<file path="config.mk">
export PLATFORM = sky130hd
export DESIGN_NAME = read_ctrl
export DESIGN_NICKNAME = d
export VERILOG_FILES = /design/src/design/switch_pkg.sv /design/src/design/read_ctrl.sv
export VERILOG_INCLUDE_DIRS = /design/src /design/src/design
export SDC_FILE = /design/constraint.sdc
export NUM_CORES = 1
export LEC_CHECK = 0
export BUFFER_PORTS_ARGS = -buffer_cell sky130_fd_sc_hd__buf_4
export CAP_MARGIN = 20
export CORE_ASPECT_RATIO = 0.9
export CORE_MARGIN = 5
export CORE_UTILIZATION = 39
export DETAILED_ROUTE_END_ITERATION = 8
export GPL_ROUTABILITY_DRIVEN = 0
export PLACE_DENSITY = 0.89
export SKIP_LAST_GASP = 1
export SYNTH_ARGS = -nofsm -noshare
export SYNTH_HDL_FRONTEND = slang
export SYNTH_SLANG_ARGS = --single-unit
</file>
<file path="constraint.sdc">
create_clock -name clk -period 2.5 [get_ports clk]
set_clock_uncertainty 0.05 [all_clocks]
set_input_delay 0.5 -clock clk [delete_from_list [all_inputs] [get_ports clk]]
set_output_delay 0.5 -clock clk [all_outputs]
set_load 0.01 [all_outputs]
</file>
<file path="src/design/switch_config.svh">
`ifndef SWITCH_CONFIG_SVH
`define SWITCH_CONFIG_SVH

// output ports served from the shared buffer
`define SW_PORTS 4

// page geometry, in 16-bit half-words
`define SW_PAGE_WORDS 8
`define SW_PAGES 64

// largest packet is 64 words
`define SW_MAX_PKT_PAGES 8

// free-page thresholds for the write side levels
`define SW_FULL_PAGES `SW_MAX_PKT_PAGES
`define SW_AFULL_PAGES 16

`endif

</file>
<file path="src/design/switch_pkg.sv">
package switch_pkg;

    typedef logic [15:0] word_t;
    typedef logic [5:0] page_t;
    typedef logic [2:0] beat_t;
    typedef logic [1:0] port_t;
    // 0 to 64 pages
    typedef logic [6:0] page_cnt_t;

    // one stored half-word with its end-of-packet mark
    typedef struct packed {
        word_t data;
        logic  last;
    } mem_word_t;

    typedef struct packed {
        page_t page;
        beat_t beat;
    } mem_addr_t;

    // jump table update, page from links to page to
    typedef struct packed {
        logic  en;
        page_t from;
        page_t to;
    } link_wr_t;

    // finished packet handed to an output queue
    typedef struct packed {
        logic  en;
        port_t port;
        page_t head;
    } enq_t;

    typedef enum logic {WR_IDLE, WR_STORE} wr_state_t;
    typedef enum logic {RD_IDLE, RD_STREAM} rd_state_t;

endpackage

</file>
<file path="src/design/read_ctrl.sv">
`timescale 1ns/1ps
`include "switch_config.svh"

module read_ctrl (
    input  logic                              clk,
    input  logic                              rst_n,
    input  logic [`SW_PORTS-1:0]              ready,
    input  logic [`SW_PORTS-1:0]              not_empty,
    input  switch_pkg::page_t [`SW_PORTS-1:0] head_pages,
    input  switch_pkg::port_t                 scan_port,
    input  logic                              scan_found,
    output logic                              scan_advance,
    output logic [`SW_PORTS-1:0]              eligible,
    output logic                              deq,
    output switch_pkg::port_t                 deq_port,
    output logic                              mem_rd_en,
    output switch_pkg::mem_addr_t             mem_rd_addr,
    input  switch_pkg::mem_word_t             rd_word,
    output switch_pkg::page_t                 link_page,
    input  switch_pkg::page_t                 link_next,
    output logic                              free_push,
    output switch_pkg::page_t                 free_page,
    output logic [`SW_PORTS-1:0]              rd_sop,
    output logic [`SW_PORTS-1:0]              rd_eop,
    output logic [`SW_PORTS-1:0]              rd_vld,
    output switch_pkg::word_t [`SW_PORTS-1:0] rd_data
);
    import switch_pkg::*;

    localparam beat_t LAST_BEAT = beat_t'(`SW_PAGE_WORDS - 1);

    rd_state_t state;
    port_t     cur_port;
    page_t     page_q;
    beat_t     beat_q;
    logic      first_q;
    // word coming out of the memory this cycle
    logic      rsp_vld;
    logic      rsp_first;
    page_t     rsp_page;
    beat_t     rsp_beat;
    logic      start;
    logic      end_now;

    assign eligible     = (state == RD_IDLE) ? not_empty : '0;
    assign start        = (state == RD_IDLE) && scan_found;
    assign scan_advance = start;
    assign deq          = start;
    assign deq_port     = scan_port;

    // the last word is only known once it returns, so stop issuing then
    assign end_now   = rsp_vld && rd_word.last;
    assign mem_rd_en = (state == RD_STREAM) && ready[cur_port] && !end_now;

    always_comb begin
        mem_rd_addr.page = page_q;
        mem_rd_addr.beat = beat_q;
    end
    assign link_page = page_q;

    // page done after its final beat or the packet end
    assign free_push = rsp_vld && (rsp_beat == LAST_BEAT || rd_word.last);
    assign free_page = rsp_page;

    always_comb begin
        rd_vld = '0;
        rd_sop = '0;
        rd_eop = '0;
        rd_vld[cur_port] = rsp_vld;
        rd_sop[cur_port] = rsp_vld && rsp_first;
        rd_eop[cur_port] = end_now;
        for (int p = 0; p < `SW_PORTS; p++)
            rd_data[p] = rd_word.data;
    end

    always_ff @(posedge clk or negedge rst_n) begin
        if (!rst_n) begin
            state     <= RD_IDLE;
            first_q   <= 1'b0;
            rsp_vld   <= 1'b0;
            rsp_first <= 1'b0;
        end else begin
            rsp_vld   <= mem_rd_en;
            rsp_first <= mem_rd_en && first_q;
            if (start)
                first_q <= 1'b1;
            else if (mem_rd_en)
                first_q <= 1'b0;
            case (state)
                RD_IDLE:   if (start) state <= RD_STREAM;
                RD_STREAM: if (end_now) state <= RD_IDLE;
                default:   state <= RD_IDLE;
            endcase
        end
    end

    always_ff @(posedge clk) begin
        if (start) begin
            cur_port <= scan_port;
            page_q   <= head_pages[scan_port];
            beat_q   <= '0;
        end else if (mem_rd_en) begin
            beat_q <= beat_q + 1'b1;
            // hop to the next page of this packet
            if (beat_q == LAST_BEAT)
                page_q <= link_next;
        end
        if (mem_rd_en) begin
            rsp_page <= page_q;
            rsp_beat <= beat_q;
        end
    end

endmodule

</file>
==> reports/results.ini, run 1 <==
[hold_path]
hold_start = link_page[3]$_DFFE_PP_
whs_path_depth = 0
min_path_type = flip-flop to flip-flop
min_to = free_page[3]$_DFFE_PP_

[synth]
synth_top_area_share_pct = 32.0
ys_ff_latch = 24
yosys_warnings = 0
syn_inst = 162
syn_nets = 224
yosysTopAreaCell = buf_4
ys_types = 25
syn_area_per_cell_um2 = 10.6
synth_area_um2 = 1710
yosysSeqAreaShare_pct = 39.2
synth.area.top_cells = buf_4 32%, edfxtp_1 30%, mux4_2 9.2%, dfrtp_1 5.9%, nand2_1 5.3%

[clock_tree]
htree_levels = 1
post_cts_buffers = 0
cts_tree = yes
root_buffer = clkbuf_8
clk_latency_ns = 0.26
clkSlewWorstSetupHoldPaths_ns = 0.08
cts_buffers = 3
clock_sinks = 24
clk_path_buf_depth = 2

[final_layout]
drive_gt1_share_pct = 57.5
nets = 242
synthToLayoutAreaGrowth_pct = 14.8
utilization_pct = 47.2
n_antenna_cell = 0
seq_area_um2 = 671
multi_input_area_um2 = 473
fill_cells = 368

[setup_path]
worstPathArrival_ns = 1.63
worstPathBufferInverterCount = 2
crit_chain = mux4_2 > nand2_4 > inv_4 > buf_4
cp-end-kind = output port
critPathLaunch = cur_port[0]$_DFFE_PN_
critical_path.top_delay_family = multiplexers
crit_path_max_fanout = 12
r2r_slack_ns = 0.71
cp.required_ns = 1.95
r2r_cells = 4
timing.setup.critical_path_class = flip-flop to output port
r2r-end = link_page[3]$_DFFE_PP_
crit_slowest_cell = mux4_2
r2r-start = cur_port[0]$_DFFE_PN_
crit_path_start_kind = flip-flop
max_stage_delay_ns = 0.57

[run_status]
status = completed

[placement]
hpwl_mm = 2.98
numPortBuffers = 86

[floorplanning]
num_io_pins = 167
start_util_pct = 41.1
die_area_um2 = 5810
core_area_um2 = 4160
std_cell_rows = 22
die_y_um = 72.8
chipWidth_um = 79.8

[timing]
setup_viol = 0
fin_tns_setup_ns = 0
grt_setup_unrepaired = no
maxSlewViolCount = 0
final-hold-violation-count = 0
max_freq_ghz = 0.459
relSlewSlack_pct = 76.0
finalCritPeriodShare_pct = 87.1
timing.hold.ws_ns = 0.439
layout_min_cycle_time_ns = 2.18
tightest_slew_ns = 0.359

[drt]
drcViolationCount = 0
vias_per_cell = 4.33
postRouteAntennaNets = 0
routed_wl_mm = 3.49
drt_iter0_drc = 52
wl_per_cell_um = 14.6
drt-pass1-iter-count = 4
via_count = 1034

[global_route]
grt_antenna_before_repair = 0
grt_pass1_vias = 1067
overflow = 0
grt_pass1_wl_mm = 5.05
grt_start_max_net_pins = 15
grt_use_total_pct = 11.2

[power_and_ir_drop]
power_density_nw_per_um2 = 804
p_leak_uw = 0.000949
vdd_drop_max_v = 0.000289

[run]
max_cap_violations = 0

==> per-layer routing <==
metal | part of all wire, % | up-vias | GRT usage [%]
li1 | - | 496 | -
met3 | 12 | 16 | 3.33
met2 | 51 | 53 | 20.7
met1 | 33 | 469 | 10.9
met4 | 3.5 | 0 | 7.32
met5 | 0 | - | 0
==> Yosys cell counts <==
cell type / instances
a21o_2: 1
nor2b_1: 5
nand2_4: 1
and3_1: 1
nor2_1: 1
dfxtp_1: 3
nand2b_1: 2
and2_1: 8
mux2i_1: 3
inv_4: 1
a31oi_1: 1
a21boi_1: 1
edfxtp_1: 17
nand2_1: 24
mux4_2: 7
a21o_1: 1
dfrtp_1: 4
buf_1: 1
buf_4: 73
nor3b_1: 1
and3_2: 1
clkinv_1: 1
buf_2: 1
ha_1: 2
and3b_2: 1
==> placed cells by master (no fill, tap or decap) <==
master	Yosys	layout
clkinv_1	1	1
and3_2	1	1
nand2_1	24	24
a21o_2	1	1
nand2b_1	2	2
edfxtp_1	17	17
nor2b_1	5	5
mux2i_1	3	3
ha_1	2	2
and3b_2	1	1
and2_1	8	8
mux4_2	7	7
a21boi_1	1	1
nor2_1	1	1
dfrtp_1	4	4
inv_4	1	1
and3_1	1	1
clkbuf_8	0	3
dlygate4sd3_1	0	1
dfxtp_1	3	3
buf_4	73	87
nor3b_1	1	1
a31oi_1	1	1
bufinv_16	0	1
a21o_1	1	1
nand2_4	1	1
==> how the worst max path moves through the flow <==
stage	end	cells past startpoint
after global routing	mem_rd_en	4
final	mem_rd_en	4
after floorplan	link_page[0]$_DFFE_PP_	4
after global placement	mem_rd_en	5
after detailed placement	mem_rd_en	5
after CTS	mem_rd_en	4
==> metrics by stage <==
step | setup WS [ns] | instance area, µm² | total power, µW | instances
6_report | 0.323 | 1960 | 1580 | 239
5_1_grt | 0.256 | 1960 | 1670 | 239
4_1_cts | 0.308 | 1960 | 1590 | 239
3_5_place_dp | 0.454 | 1880 | 1260 | 234
3_3_place_gp | 0.471 | 1880 | 1230 | 234
2_1_floorplan | 0.748 | 1710 | 1070 | 162
==> sequential cells by signal (all words and copies together) (netlist names) <==
name       count
beat_q         3
cur_port       2
first_q        1
free_page      6
link_page      6
rsp_beat       3
rsp_first      1
rsp_vld        1
state          1
==> where the power goes <==
part | internal, µW | leakage, µW | switching, µW
sequential | 574 | 0.000234 | 82.5
combinational | 310 | 0.000679 | 281
clock | 214 | 0.0000357 | 117
total | 1100 | 0.000949 | 481
==> what timing repair did <==
item                                   4_1_cts  5_1_grt
gates resized for setup                      0        0
hold buffers                                 1        0
endpoints found under the hold margin        4        0
==> final cells by class <==
| class | instances | share of cell area (%) |
|---|---|---|
| Clock buffer | 3 | 2.10 |
| Clock inverter | 1 | 1.53 |
| Inverter | 2 | 0.510 |
| Multi-Input combinational cell | 61 | 24.1 |
| Sequential cell | 24 | 34.2 |
| Tap cell | 60 | 3.82 |
| Timing Repair Buffer | 88 | 33.8 |
==> cells by family after synthesis <==
| group | synth area share, % |
|---|---|
| AO/OA/AOI/OAI | 1.76 |
| adder cells (fa/ha/maj) | 1.46 |
| buffers and inverters | 33.1 |
| flip-flops | 39.2 |
| multiplexers | 11.0 |
| AND/OR/NAND/NOR | 13.5 |
(Power assumes the default switching activity.)
==> inputs of run 2 (changes only) <==
Settings changed: RECOVER_POWER set to 25.
==> run 2 against run 1 <==
Effect of this change: routed wire length about the same; utilization down 0.27 points; global-route usage stayed put; via count decreased by 0.29%; critical path type unchanged; largest power group unchanged.
==> reports/results.ini, run 2 (synthesized netlist as in run 1, its figures left out) <==
[setup_path]
crit_path_start_kind = flip-flop
cp.required_ns = 1.95
worstPathArrival_ns = 1.63
crit_slowest_cell = mux4_2
r2r_cells = 4
r2r-end = link_page[3]$_DFFE_PP_
r2r_slack_ns = 0.71
cp-end-kind = output port
r2r-start = cur_port[0]$_DFFE_PN_
crit_chain = mux4_2 > nand2_4 > inv_4 > buf_4
max_stage_delay_ns = 0.57
timing.setup.critical_path_class = flip-flop to output port
crit_path_max_fanout = 12

[timing]
grt_setup_unrepaired = no
layout_min_cycle_time_ns = 2.18
maxSlewViolCount = 0
finalCritPeriodShare_pct = 87.1
final-hold-violation-count = 0
tightest_slew_ns = 0.543
max_freq_ghz = 0.459
relSlewSlack_pct = 63.8
fin_tns_setup_ns = 0
setup_ws_ns = 0.323
setup_viol = 0

[drt]
wl_per_cell_um = 14.6
routed_wl_mm = 3.49
vias_per_cell = 4.31
drt_iter0_drc = 41
via_count = 1031
postRouteAntennaNets = 0
drt-pass1-iter-count = 4
drcViolationCount = 0

[run_status]
status = completed

[floorplanning]
die_y_um = 72.8
chipWidth_um = 79.8
std_cell_rows = 22
start_util_pct = 41.1
die_area_um2 = 5810
num_io_pins = 167
core_area_um2 = 4160

[global_route]
grt_use_total_pct = 11.2
overflow = 0
grt_pass1_vias = 1067
grt_pass1_wl_mm = 5.05
grt_antenna_before_repair = 0
grt_start_max_net_pins = 15

[power_and_ir_drop]
vdd_drop_max_v = 0.000290
sw_frac_of_total_pct = 30.5
sequentialPowerShare_pct = 41.6
internal_power_uw = 1100
p_leak_uw = 0.000938
power_frac_comb_pct = 37.4
power_density_nw_per_um2 = 808
power.switching_uw = 481
power_frac_clock_pct = 21.0

[run]
max_cap_violations = 0

[clock_tree]
root_buffer = clkbuf_8
clkSlewWorstSetupHoldPaths_ns = 0.08
htree_levels = 1
clk_path_buf_depth = 2
clk_latency_ns = 0.26
cts_tree = yes
cts_buffers = 3
clock_sinks = 24

[final_layout]
nets = 242
utilization_pct = 47.0
synthToLayoutAreaGrowth_pct = 14.1
drive_gt1_share_pct = 55.9
fill_cells = 369
layout.cells.non_filler = 239
layout_commonest_cell = buf_4
layout_common_cells = 84 x buf_4, 24 x nand2_1, 17 x edfxtp_1
n_antenna_cell = 0

[placement]
dp_cells = 234
place_ws_ns = 0.454
numPortBuffers = 86
hpwl_mm = 2.98

[hold_path]
min_path_type = flip-flop to flip-flop
whs_path_depth = 0
hold_start = link_page[3]$_DFFE_PP_
min_to = free_page[3]$_DFFE_PP_

==> run 2: cell count changes in the layout (fill, tap and decap cells not counted), sizes merged <==
cell / delta
clkbuf: +3
buf: -3
==> run 2: final cells by class <==
cell class,count,area (µm²),area share (%)
well taps,60,75.1,3.85
clock buffers,3,41.3,2.12
inverters,2,10.0,0.513
flip-flops and latches,24,671,34.4
clock inverters,1,30.0,1.54
repair buffers,88,652,33.4
multi-input cells,61,473,24.2
==> run 2: how the worst max path moves through the flow <==
stage,startpoint,to,slack [ns],cells past startpoint
final,cur_port[0]$_DFFE_PN_,mem_rd_en,0.32,4
after floorplan,ready[3],link_page[0]$_DFFE_PP_,0.75,4
after global placement,ready[3],mem_rd_en,0.47,5
after CTS,cur_port[0]$_DFFE_PN_,mem_rd_en,0.31,4
after detailed placement,ready[3],mem_rd_en,0.45,5
after global routing,cur_port[0]$_DFFE_PN_,mem_rd_en,0.26,4
==> run 2: metal layers <==
| layer | routed length, µm | part of all wire [%] | vias to the layer above | track usage, % |
|---|---|---|---|---|
| li1 | - | - | 496 | - |
| met1 | 1180 | 34 | 468 | 10.9 |
| met5 | 0 | 0 | - | 0 |
| met4 | 123 | 3.5 | 0 | 7.32 |
| met3 | 403 | 12 | 16 | 3.33 |
| met2 | 1780 | 51 | 51 | 20.7 |
==> run 2: what timing repair did <==
| item | 4_1_cts | 5_1_grt |
|---|---|---|
| endpoints found under the hold margin | 4 | 0 |
| endpoints found under the setup margin | 0 | 0 |
| gates resized for setup | 0 | 0 |
| buffers inserted | 0 | 0 |
| hold buffers | 1 | 0 |
==> run 2: per-stage QoR <==
stage	power (µW)	hold slack, ns	cell area, µm²
after CTS	1590	0.443	1960
after global routing	1670	0.456	1950
after floorplan	1070	0.154	1710
after global placement	1230	0.248	1880
final	1580	0.439	1950
after detailed placement	1260	0.249	1880
==> run 2: power groups by stage <==
stage / Combinational, µW / Sequential [µW] / Clock [µW]
floorplan: 402 / 673 / 0
global placement: 580 / 655 / 0
detailed placement: 596 / 666 / 0
CTS: 602 / 658 / 334
global route: 645 / 669 / 353
finish: 590 / 657 / 331
==> run 2: worst max-delay path: cells and delay by family (launching register included) <==
family,cells,cell delay [ns]
muxes,1,0.57
DFF,1,0.42
buffers and inverters,2,0.23
and+or+nand+nor,1,0.14
